**src/rtl/dcache_params.svh**
```systemverilog
// geometry and address split macros of the data cache, included by the package and the RTL
`ifndef DCACHE_PARAMS_SVH
`define DCACHE_PARAMS_SVH

// 2-way set associative, 8 sets
`define DC_SETS 8
`define DC_WAYS 2

// data and address word width
`define DC_WORD_W 32

// tag takes address bits 31:6
`define DC_TAG_W 26

// set index takes address bits 5:3
// bit 2 picks the word in the block, bits 1:0 are byte bits
`define DC_IDX_W 3

`endif

```
**src/rtl/cachePkg.sv**
```systemverilog
// shared types of the data cache, referenced by scoped name from every RTL block
`include "dcache_params.svh"

package cachePkg;

  // data and address word
  typedef logic [`DC_WORD_W-1:0] word_t;

  // address bits 31:6
  typedef logic [`DC_TAG_W-1:0] tag_t;

  // address bits 5:3
  typedef logic [`DC_IDX_W-1:0] idx_t;

  // encoded as {valid, dirty}
  // both encodings with valid low count as Invalid
  typedef enum logic [1:0] {
    I      = 2'b00,
    IDIRTY = 2'b01,
    S      = 2'b10,
    M      = 2'b11
  } msi_t;

  // controller states
  typedef enum logic [2:0] {
    IDLE,
    WB0,
    WB1,
    FILL0,
    FILL1,
    UPGRADE,
    FLUSH,
    HALTED
  } ctrlState_t;

endpackage

```
**src/rtl/dcacheArray.sv**
```systemverilog
// tag, data, MSI and LRU storage of the data cache, with hit detection and line updates
`include "dcache_params.svh"

module dcacheArray (
  input  logic            CLK,
  input  logic            nRST,
  input  cachePkg::word_t addr,
  input  logic            snoopActive,
  input  cachePkg::idx_t  flushIdx,
  input  logic            flushWay,
  input  logic            flushing,
  input  logic            fillWEN,
  input  logic            fillOffset,
  input  cachePkg::word_t fillData,
  input  logic            storeWEN,
  input  cachePkg::word_t storeData,
  input  logic            cleanLine,
  input  logic            snoopDemote,
  input  logic            snoopInvalidate,
  output logic            hit,
  output cachePkg::msi_t  lineState,
  output cachePkg::tag_t  victimTag,
  output cachePkg::word_t loadWord,
  output cachePkg::word_t evictWord,
  input  logic            evictOffset
);

  // payload storage
  cachePkg::tag_t  tags [`DC_SETS][`DC_WAYS];
  cachePkg::word_t data [`DC_SETS][`DC_WAYS][2];

  // valid and dirty per way, together they form the MSI state
  logic [`DC_WAYS-1:0] valid [`DC_SETS];
  logic [`DC_WAYS-1:0] dirty [`DC_SETS];

  // way to replace next in each set
  logic [`DC_SETS-1:0] lru;

  cachePkg::tag_t      reqTag;
  cachePkg::idx_t      reqIdx;
  cachePkg::idx_t      idx;
  logic                offset;
  logic [`DC_WAYS-1:0] wayMatch;
  logic                hitWay;
  logic                selWay;

  assign reqTag = addr[`DC_WORD_W-1 -: `DC_TAG_W];
  assign reqIdx = addr[3 +: `DC_IDX_W];
  assign offset = addr[2];

  // flush walks the sets by counter
  assign idx = flushing ? flushIdx : reqIdx;

  always_comb begin
    for (int w = 0; w < `DC_WAYS; w++) begin
      wayMatch[w] = valid[idx][w] && (tags[idx][w] == reqTag);
    end
  end

  assign hit    = |wayMatch;
  assign hitWay = wayMatch[1];

  // hit way on a hit, LRU victim on a miss
  assign selWay = flushing ? flushWay : (hit ? hitWay : lru[idx]);

  assign lineState = cachePkg::msi_t'({valid[idx][selWay], dirty[idx][selWay]});
  assign victimTag = tags[idx][selWay];
  assign loadWord  = data[idx][selWay][offset];

  // writeback word, or the snooped word during a snoop
  assign evictWord = data[idx][selWay][evictOffset];

  // store data overrides a fill word written in the same cycle
  always_ff @(posedge CLK) begin
    if (fillWEN) begin
      tags[idx][selWay] <= reqTag;
      data[idx][selWay][fillOffset] <= fillData;
    end
    if (storeWEN) begin
      data[idx][selWay][offset] <= storeData;
    end
  end

  always_ff @(posedge CLK, negedge nRST) begin
    if (!nRST) begin
      valid <= '{default: '0};
      dirty <= '{default: '0};
      lru   <= '0;
    end else begin
      // first fill word drops the old line, second makes it valid and clean
      if (fillWEN) begin
        valid[idx][selWay] <= fillOffset;
        dirty[idx][selWay] <= 1'b0;
      end
      // M to S after a writeback or a snoop
      if (cleanLine || snoopDemote) begin
        dirty[idx][selWay] <= 1'b0;
      end
      // any store leaves the line Modified
      if (storeWEN) begin
        dirty[idx][selWay] <= 1'b1;
      end
      if (snoopInvalidate) begin
        valid[idx][selWay] <= 1'b0;
      end
      // the other way becomes the victim
      if (hit && !snoopActive && !flushing) begin
        lru[idx] <= ~hitWay;
      end
    end
  end

endmodule

```
**src/rtl/dcacheControl.sv**
```systemverilog
// controller FSM of the data cache, sequencing writebacks, fills, upgrades and the halt flush
`include "dcache_params.svh"

module dcacheControl (
  input  logic           CLK,
  input  logic           nRST,
  input  logic           dmemREN,
  input  logic           dmemWEN,
  input  logic           halt,
  input  logic           hit,
  input  cachePkg::msi_t lineState,
  input  logic           dwait,
  input  logic           ccwait,
  input  logic           snoopEnd,
  input  logic           snoopInv,
  output logic           dREN,
  output logic           dWEN,
  output logic           cctrans,
  output logic           ccwrite,
  output logic           fillWEN,
  output logic           fillOffset,
  output logic           cleanLine,
  output logic           snoopDemote,
  output logic           snoopInvalidate,
  output logic           storeWEN,
  output logic           flushing,
  output cachePkg::idx_t flushIdx,
  output logic           flushWay,
  output logic           dhit,
  output logic           flushed
);

  cachePkg::ctrlState_t state;
  cachePkg::ctrlState_t nextState;

  // set in the upper bits, way in bit 0
  logic [`DC_IDX_W:0] flushCnt;
  logic               flushMode;

  logic quiet;
  logic request;
  logic lineM;
  logic lastWay;
  logic flushStep;

  // no snoop in progress and none just ended
  assign quiet   = !ccwait && !snoopEnd;
  assign request = dmemREN || dmemWEN;
  assign lineM   = (lineState == cachePkg::M);
  assign lastWay = &flushCnt;

  always_comb begin
    nextState = state;
    case (state)
      cachePkg::IDLE: begin
        if (quiet) begin
          if (halt) begin
            nextState = cachePkg::FLUSH;
          end else if (request && !hit) begin
            nextState = lineM ? cachePkg::WB0 : cachePkg::FILL0;
          end else if (dmemWEN && !lineM) begin
            // write hit on a Shared line
            nextState = cachePkg::UPGRADE;
          end
        end
      end
      cachePkg::WB0: begin
        if (!dwait) begin
          nextState = cachePkg::WB1;
        end
      end
      cachePkg::WB1: begin
        if (!dwait) begin
          if (!flushMode) begin
            nextState = cachePkg::FILL0;
          end else if (lastWay) begin
            nextState = cachePkg::HALTED;
          end else begin
            nextState = cachePkg::FLUSH;
          end
        end
      end
      cachePkg::FILL0: begin
        if (!dwait) begin
          nextState = cachePkg::FILL1;
        end
      end
      cachePkg::FILL1, cachePkg::UPGRADE: begin
        if (!dwait) begin
          nextState = cachePkg::IDLE;
        end
      end
      cachePkg::FLUSH: begin
        if (lineM) begin
          nextState = cachePkg::WB0;
        end else if (lastWay) begin
          nextState = cachePkg::HALTED;
        end
      end
      default: begin
        nextState = state;
      end
    endcase
  end

  // next way after a clean way or a finished flush writeback
  assign flushStep = ((state == cachePkg::FLUSH) && !lineM) ||
                     ((state == cachePkg::WB1) && !dwait && flushMode);

  always_ff @(posedge CLK, negedge nRST) begin
    if (!nRST) begin
      state     <= cachePkg::IDLE;
      flushCnt  <= '0;
      flushMode <= 1'b0;
    end else begin
      state <= nextState;
      if ((state == cachePkg::IDLE) && (nextState == cachePkg::FLUSH)) begin
        flushMode <= 1'b1;
      end
      if (flushStep) begin
        flushCnt <= flushCnt + 1'b1;
      end
    end
  end

  assign dREN    = (state == cachePkg::FILL0) || (state == cachePkg::FILL1);
  assign dWEN    = (state == cachePkg::WB0) || (state == cachePkg::WB1);
  assign cctrans = dREN || (state == cachePkg::UPGRADE);

  // write intent on our own request, or a Modified line supplied to a snoop
  assign ccwrite = (cctrans && dmemWEN) || (ccwait && hit && lineM);

  assign fillOffset = (state == cachePkg::WB1) || (state == cachePkg::FILL1);
  assign fillWEN    = dREN && !dwait;
  assign cleanLine  = (state == cachePkg::WB1) && !dwait;

  assign dhit = (state == cachePkg::IDLE) && quiet && hit &&
                (dmemREN || (dmemWEN && lineM));

  // store on a hit, at the end of a write-miss fill, or when an upgrade is granted
  assign storeWEN = (dhit && dmemWEN) ||
                    ((state == cachePkg::FILL1) && !dwait && dmemWEN) ||
                    ((state == cachePkg::UPGRADE) && !dwait && hit);

  // snoop transitions land once the snoop is over
  assign snoopDemote     = snoopEnd && hit && lineM && !snoopInv;
  assign snoopInvalidate = snoopEnd && hit && snoopInv;

  assign flushing = flushMode;
  assign flushIdx = flushCnt[`DC_IDX_W:1];
  assign flushWay = flushCnt[0];
  assign flushed  = (state == cachePkg::HALTED);

endmodule

```
**src/rtl/snoopTracker.sv**
```systemverilog
// tracks incoming snoops, flags the cycle after a snoop and whether it invalidates
module snoopTracker (
  input  logic CLK,
  input  logic nRST,
  input  logic ccwait,
  input  logic ccinv,
  output logic snoopEnd,
  output logic snoopInv
);

  logic ccwaitQ;
  logic ccinvQ;
  logic invSeen;

  // first cycle with ccwait low again
  assign snoopEnd = ccwaitQ && !ccwait;

  always_ff @(posedge CLK, negedge nRST) begin
    if (!nRST) begin
      ccwaitQ <= 1'b0;
      ccinvQ  <= 1'b0;
      invSeen <= 1'b0;
    end else begin
      ccwaitQ <= ccwait;
      ccinvQ  <= ccinv;
      // ccinv moving during the snoop marks it as invalidating
      if (ccwait && (ccinv ^ ccinvQ)) begin
        invSeen <= 1'b1;
      end else if (snoopEnd) begin
        invSeen <= 1'b0;
      end
    end
  end

  // held through snoopEnd, cleared after it
  assign snoopInv = invSeen;

endmodule

```
**src/rtl/dcacheTop.sv**
```systemverilog
// top level of the coherent data cache, joining storage, controller and snoop tracking
`include "dcache_params.svh"

module dcacheTop (
  input  logic            CLK,
  input  logic            nRST,
  // datapath side
  input  logic            dmemREN,
  input  logic            dmemWEN,
  input  cachePkg::word_t dmemaddr,
  input  cachePkg::word_t dmemstore,
  input  logic            halt,
  output logic            dhit,
  output cachePkg::word_t dmemload,
  output logic            flushed,
  // bus side
  input  logic            dwait,
  input  cachePkg::word_t dload,
  input  logic            ccwait,
  input  logic            ccinv,
  input  cachePkg::word_t ccsnoopaddr,
  output logic            dREN,
  output logic            dWEN,
  output cachePkg::word_t daddr,
  output cachePkg::word_t dstore,
  output logic            cctrans,
  output logic            ccwrite
);

  cachePkg::word_t arrayAddr;
  cachePkg::word_t snoopAddrQ;
  cachePkg::idx_t  wbIdx;
  cachePkg::idx_t  flushIdx;
  cachePkg::tag_t  victimTag;
  cachePkg::msi_t  lineState;
  cachePkg::word_t loadWord;
  cachePkg::word_t evictWord;
  logic            snoopActive;
  logic            snoopEnd;
  logic            snoopInv;
  logic            hit;
  logic            evictOffset;
  logic            fillWEN;
  logic            fillOffset;
  logic            storeWEN;
  logic            cleanLine;
  logic            snoopDemote;
  logic            snoopInvalidate;
  logic            flushing;
  logic            flushWay;

  // snoop address kept for the cycle after ccwait drops, when the line state changes
  always_ff @(posedge CLK) begin
    if (ccwait) begin
      snoopAddrQ <= ccsnoopaddr;
    end
  end

  assign snoopActive = ccwait || snoopEnd;
  assign arrayAddr   = ccwait ? ccsnoopaddr : (snoopEnd ? snoopAddrQ : dmemaddr);

  // snoop replies supply the addressed word
  assign evictOffset = ccwait ? ccsnoopaddr[2] : fillOffset;

  // writebacks use the stored tag, fills use the request address
  assign wbIdx = flushing ? flushIdx : dmemaddr[3 +: `DC_IDX_W];
  assign daddr = dWEN ? {victimTag, wbIdx, fillOffset, 2'b00}
                      : {dmemaddr[`DC_WORD_W-1:3], fillOffset, 2'b00};

  assign dmemload = loadWord;
  assign dstore   = evictWord;

  dcacheArray arrayBlock (
    .CLK             (CLK),
    .nRST            (nRST),
    .addr            (arrayAddr),
    .snoopActive     (snoopActive),
    .flushIdx        (flushIdx),
    .flushWay        (flushWay),
    .flushing        (flushing),
    .fillWEN         (fillWEN),
    .fillOffset      (fillOffset),
    .fillData        (dload),
    .storeWEN        (storeWEN),
    .storeData       (dmemstore),
    .cleanLine       (cleanLine),
    .snoopDemote     (snoopDemote),
    .snoopInvalidate (snoopInvalidate),
    .hit             (hit),
    .lineState       (lineState),
    .victimTag       (victimTag),
    .loadWord        (loadWord),
    .evictWord       (evictWord),
    .evictOffset     (evictOffset)
  );

  dcacheControl ctrlBlock (
    .CLK             (CLK),
    .nRST            (nRST),
    .dmemREN         (dmemREN),
    .dmemWEN         (dmemWEN),
    .halt            (halt),
    .hit             (hit),
    .lineState       (lineState),
    .dwait           (dwait),
    .ccwait          (ccwait),
    .snoopEnd        (snoopEnd),
    .snoopInv        (snoopInv),
    .dREN            (dREN),
    .dWEN            (dWEN),
    .cctrans         (cctrans),
    .ccwrite         (ccwrite),
    .fillWEN         (fillWEN),
    .fillOffset      (fillOffset),
    .cleanLine       (cleanLine),
    .snoopDemote     (snoopDemote),
    .snoopInvalidate (snoopInvalidate),
    .storeWEN        (storeWEN),
    .flushing        (flushing),
    .flushIdx        (flushIdx),
    .flushWay        (flushWay),
    .dhit            (dhit),
    .flushed         (flushed)
  );

  snoopTracker snoopBlock (
    .CLK      (CLK),
    .nRST     (nRST),
    .ccwait   (ccwait),
    .ccinv    (ccinv),
    .snoopEnd (snoopEnd),
    .snoopInv (snoopInv)
  );

endmodule

```
**config.mk**
```make
export PLATFORM = sky130hd
export DESIGN_NAME = dcacheTop
export DESIGN_NICKNAME = d
export VERILOG_FILES = /design/src/rtl/cachePkg.sv /design/src/rtl/dcacheArray.sv /design/src/rtl/dcacheControl.sv /design/src/rtl/snoopTracker.sv /design/src/rtl/dcacheTop.sv
export VERILOG_INCLUDE_DIRS = /design/src /design/src/rtl
export SDC_FILE = /design/constraint.sdc
export NUM_CORES = 2
export LEC_CHECK = 0
export ABC_AREA = 0
export BUFFER_PORTS_ARGS = -buffer_cell sky130_fd_sc_hd__clkbuf_2
export CORE_UTILIZATION = 60
export DETAILED_ROUTE_END_ITERATION = 8
export PLACE_DENSITY = 0.78
export SLEW_MARGIN = 25
export SYNTH_ARGS = -nofsm -noshare
export SYNTH_HDL_FRONTEND = slang
export SYNTH_SLANG_ARGS = --single-unit
```
**constraint.sdc**
```tcl
create_clock -name CLK -period 6.09 [get_ports CLK]
set_clock_uncertainty 0.05 [all_clocks]
set_input_delay 0 -clock CLK [delete_from_list [all_inputs] [get_ports CLK]]
set_output_delay 0 -clock CLK [all_outputs]
set_load 0.02 [all_outputs]
```
==> results by group <==
Finish
  – Area Overhead vs Synth: 16.5%
  – Final core utilization: 0.706
  – Most used cells in the layout excluding fill and tap cells: 1470 x sky130_fd_sc_hd__edfxtp_1, 579 x sky130_fd_sc_hd__nand2_1, 524 x sky130_fd_sc_hd__mux2i_1
  – Most common cell after layout, fill and taps aside: sky130_fd_sc_hd__edfxtp_1
  – Fraction of layout instances using a drive strength above 1: 0.177
  – Fillers: 7030
  – Net count reported at finish: 5532

Floorplanning
  – Number of rows in the core area: about 120
  – Number of top-level design ports: 238
  – Starting utilization of the core area: 0.606
  – Area enclosed by the die boundary: between 100000 and 150000 um2
  – Placeable Area: 113000 um2
  – Die width: 339 um
  – Height of the die: approximately 340 um

Clock network
  – Insertion delay to the later sink of the worst-skew pair: 790 ps
  – CTS Sinks: 1521
  – Maximum level of the CTS H-tree: 4
  – TritonCTS clock tree: done
  – Clock transition at path regs: ~60 ps
  – Root Driver: sky130_fd_sc_hd__clkbuf_16
  – Maximum root-to-sink buffer count: 3
  – CTS buffer count: 151

Synthesis
  – Multiplexer area fraction after synthesis: 0.107
  – Distinct cell type count of the synthesized netlist: 91
  – Warning count from the yosys run: 0
  – Compound-Gate Fraction of Synth Area: 0.128
  – Netlist area before placement: 68300 um2
  – Syn_area_per_cell: 13.8 um2
  – Dominant register cell in the synthesized netlist: sky130_fd_sc_hd__edfxtp_1
  – Adder and majority gate portion of the synthesized area: 0.000183
  – Number of synthesized register bits: 1521
  – EDFF count, synth: between 1000 and 1500
  – Fraction of registers with async set or reset after synthesis: 0.0335
  – Post-synthesis cell count: 4949
  – Yosys top cell area share: 0.647
  – Cell taking the most area after synthesis: sky130_fd_sc_hd__edfxtp_1
  – Simple-gate share of the synthesized area: 0.0628
  – Seq/Total Area, Yosys: 0.665
  – Area contributors post-synth: sky130_fd_sc_hd__edfxtp_1 65%, sky130_fd_sc_hd__mux2i_1 7.7%, sky130_fd_sc_hd__nand2_1 3.2%, sky130_fd_sc_hd__a22oi_1 2.7%, sky130_fd_sc_hd__a21oi_1 1.9%
  – Dominant combinational cell family by area after synthesis: compound AO/OA/AOI/OAI gates
  – Area share of xor/xnor cells in the synthesized design: 0.00898

Min path
  – HP Start: ccsnoopaddr[26]
  – Worst Hold Class: in2reg
  – Worst-case hold path end point: snoopAddrQ[26]$_DFFE_PP_
  – Worst Hold Path Cells: 2

Route
  – Residual antenna-violating net count after detailed routing: 0
  – Number of vias in the routed layout: about 49000
  – Number of iterations in the first detailed-routing pass: 6
  – Per-cell via count in the routed design: 7.05
  – Number of design-rule violations left by the first detailed-router iteration: 7263
  – Post-route DRC violation count: 0
  – WL final: 218000 um
  – Wire per inst: 31.1 um

Critical path
  – Ordered list of cells on the worst path: mux2_2 -> o221a_4 -> buf_4 -> nor2_1 -> a221oi_2 -> xnor2_1 -> nand4_1 -> nor4_4 -> buf_4 -> a2bb2o_2 -> a31o_2 -> o211a_2 -> and2_2 -> buf_4 -> mux2_4 -> dlygate4sd3_1
  – Number of buffer and inverter stages on the critical path: 4
  – Kind of capture point of the worst setup path: flop
  – Register-to-Register Setup Slack: 7 ps
  – Worst endpoint required time: 6530 ps
  – Critical register-to-register path startpoint: snoopBlock.ccwaitQ$_DFF_PN0_
  – Setup crit start kind: flop
  – Total number of cells along the worst setup path: 16
  – Peak fanout along the critical path: 23
  – Number of cells on the worst reg-to-reg path: 16
  – Cell class contributing the biggest share of worst-path delay: compound AO/OA/AOI/OAI gates
  – Standard cell with the maximum stage delay on the critical path: sky130_fd_sc_hd__dlygate4sd3_1
  – Data arrival time of the critical path: about 6500 ps
  – Critical path start-end classification: reg2reg
  – Worst path max stage delay: 690 ps
  – Crit-path most repeated cell: sky130_fd_sc_hd__buf_4
  – Reg2Reg Capture Point: arrayBlock.data[2][90]$_DFFE_PP_

STA
  – Max transition margin: 0.283
  – Count of endpoints failing setup in the final report: 0
  – Time the worst path needs with I/O delays and setup: 6080 ps
  – Final Max Tran Viols: 0
  – Worst slew pin tran: 1080 ps
  – Final worst path period share: 0.999
  – Fin Hold WS: 35.9 ps
  – Fin. Hold Viols: 0
  – Max Fclk: 0.164 GHz

Global routing
  – Number of antenna violations at the first check in global routing: 3
  – Total Routing Usage GR: 0.371
  – Total congestion overflow: 0
  – Number of global-route vias before repair: just under 50000
  – Largest net degree at the start of global routing: between 70 and 80
  – Global-route wire length before repair: 315000 um

Power
  – Reported leakage power: ~0.028 uW
  – Power share of the combinational group: 0.401
  – Net switching power of the design: around 14000 uW
  – IR drop worst, VDD: 0.000460 V
  – Sequential share of power: 0.345
  – Power density cells: 447 nW/um2
  – Sw Ratio: 0.389
  – Total Power: between 30000 and 40000 uW
  – Internal power consumption: 21700 uW
  – Relative contribution of the clock network to total power: 0.255

Flow run
  – Maximum capacitance violations: 0

Placement
  – Placed wire-length estimate: 123000 um
  – Final weighted congestion in routability-driven placement: about 0.88
  – Count of buffers inserted at the top-level ports: 231

Status
  – Outcome: finished, final reports clean
## power groups by stage
stage | Sequential, uW | Clock (uW) | Combinational (uW)
floorplan | 12300 | 0 | 8090
global placement | 12400 | 0 | 12900
detailed placement | 12400 | 0 | 13100
CTS | 12200 | 9030 | 13500
global route | 12300 | 9430 | 14700
finish | 12200 | 9050 | 14200
## synth_stat cells (44+ instances only)
| master | count |
|---|---|
| sky130_fd_sc_hd__edfxtp_1 | 1470 |
| sky130_fd_sc_hd__mux2_2 | 104 |
| sky130_fd_sc_hd__clkbuf_1 | 179 |
| sky130_fd_sc_hd__nand4_1 | 61 |
| sky130_fd_sc_hd__o21ai_0 | 120 |
| sky130_fd_sc_hd__nand2_1 | 582 |
| sky130_fd_sc_hd__a22oi_1 | 248 |
| sky130_fd_sc_hd__mux2i_1 | 525 |
| sky130_fd_sc_hd__buf_2 | 98 |
| sky130_fd_sc_hd__a221oi_1 | 63 |
| sky130_fd_sc_hd__a22o_1 | 51 |
| sky130_fd_sc_hd__dfrtp_1 | 51 |
| sky130_fd_sc_hd__nand3_1 | 63 |
| sky130_fd_sc_hd__nor2_1 | 198 |
| sky130_fd_sc_hd__a211oi_1 | 52 |
| sky130_fd_sc_hd__a21oi_1 | 263 |
| sky130_fd_sc_hd__xnor2_1 | 63 |
| sky130_fd_sc_hd__o22ai_1 | 150 |
| sky130_fd_sc_hd__buf_1 | 44 |
## worst max-delay path by stage
stage / startpoint / end / slack [ps]
5_1_grt: ctrlBlock.flushing$_DFFE_PN0P_ / dmemload[27] / -20
6_report: snoopBlock.ccwaitQ$_DFF_PN0_ / arrayBlock.data[2][90]$_DFFE_PP_ / 7
3_5_place_dp: snoopBlock.ccwaitQ$_DFF_PN0_ / arrayBlock.data[7][92]$_DFFE_PP_ / 200
4_1_cts: snoopBlock.ccwaitQ$_DFF_PN0_ / dmemload[8] / -20
2_1_floorplan: snoopBlock.ccwaitQ$_DFF_PN0_ / arrayBlock.data[0][32]$_DFFE_PP_ / 460
3_3_place_gp: snoopBlock.ccwaitQ$_DFF_PN0_ / arrayBlock.data[7][92]$_DFFE_PP_ / 230
## final cells by class
| type | count | area, um2 | share of cell area |
|---|---|---|---|
| Inverter | 33 | 126 | 0.00159 |
| Clock buffer | 196 | 4060 | 0.0511 |
| Multi-Input combinational cell | 3025 | 21700 | 0.273 |
| Antenna cell | 1 | 2.50 | 0.0000315 |
| Tap cell | 1500 | 1880 | 0.0236 |
| Timing Repair Buffer | 663 | 5680 | 0.0715 |
| Sequential cell | 1521 | 45400 | 0.571 |
| Clock inverter | 76 | 658 | 0.00828 |
## worst register-to-register path, cell delays in order, from the launching register on
cell                            delay (ps)
sky130_fd_sc_hd__dfrtp_4               580
sky130_fd_sc_hd__mux2_2                310
sky130_fd_sc_hd__o221a_4               490
sky130_fd_sc_hd__buf_4                 400
sky130_fd_sc_hd__nor2_1                230
sky130_fd_sc_hd__a221oi_2              410
sky130_fd_sc_hd__xnor2_1               190
sky130_fd_sc_hd__nand4_1               200
sky130_fd_sc_hd__nor4_4                460
sky130_fd_sc_hd__buf_4                 210
sky130_fd_sc_hd__a2bb2o_2              240
sky130_fd_sc_hd__a31o_2                200
sky130_fd_sc_hd__o211a_2               310
sky130_fd_sc_hd__and2_2                230
sky130_fd_sc_hd__buf_4                 240
sky130_fd_sc_hd__mux2_4                340
sky130_fd_sc_hd__dlygate4sd3_1         690
## what timing repair did
item | 4_1_cts | 5_1_grt
endpoints found under the hold margin | 1258 | 0
gates resized for setup | 11 | 31
gates cloned | 1 | 3
hold buffers | 150 | 0
buffers inserted | 13 | 13
endpoints found under the setup margin | 81 | 154
pin swaps | 6 | 6
## per-stage QoR
step	setup WS, ps	instance area (um2)	TNS [ps]	std cells
2_1_floorplan	456	68300	0	4950
5_1_grt	-15.2	79500	-35.1	7014
6_report	6.70	79500	0	7015
4_1_cts	-21.0	79200	-210	6999
3_5_place_dp	201	72800	0	6563
3_3_place_gp	234	72800	0	6563
## sequential cells by signal, summed over array words and instances (netlist names)
register             cells
arrayBlock.data       1024
arrayBlock.tags        416
snoopAddrQ              30
arrayBlock.dirty        16
arrayBlock.valid        16
arrayBlock.lru           8
ctrlBlock.flushCnt       4
ctrlBlock.state          3
ctrlBlock.flushing       1
snoopBlock.ccinvQ        1
snoopBlock.ccwaitQ       1
snoopBlock.snoopInv      1
## logic make-up after synthesis
| family | count (synthesis) |
|---|---|
| other | 1 |
| XOR/XNOR | 70 |
| buffers and inverters | 405 |
| AND/OR/NAND/NOR | 1007 |
| multiplexers | 691 |
| adder cells (fa/ha/maj) | 1 |
| AO/OA/AOI/OAI | 1253 |
| flip-flops | 1521 |
## metal layers
layer,vias up,wire length [um],track usage
met5,-,87,0
met4,6,13500,0.214
met3,864,30600,0.0929
met2,4254,101000,0.585
met1,23953,72900,0.470
li1,20370,-,-
Power figures use the tool's default switching activity.
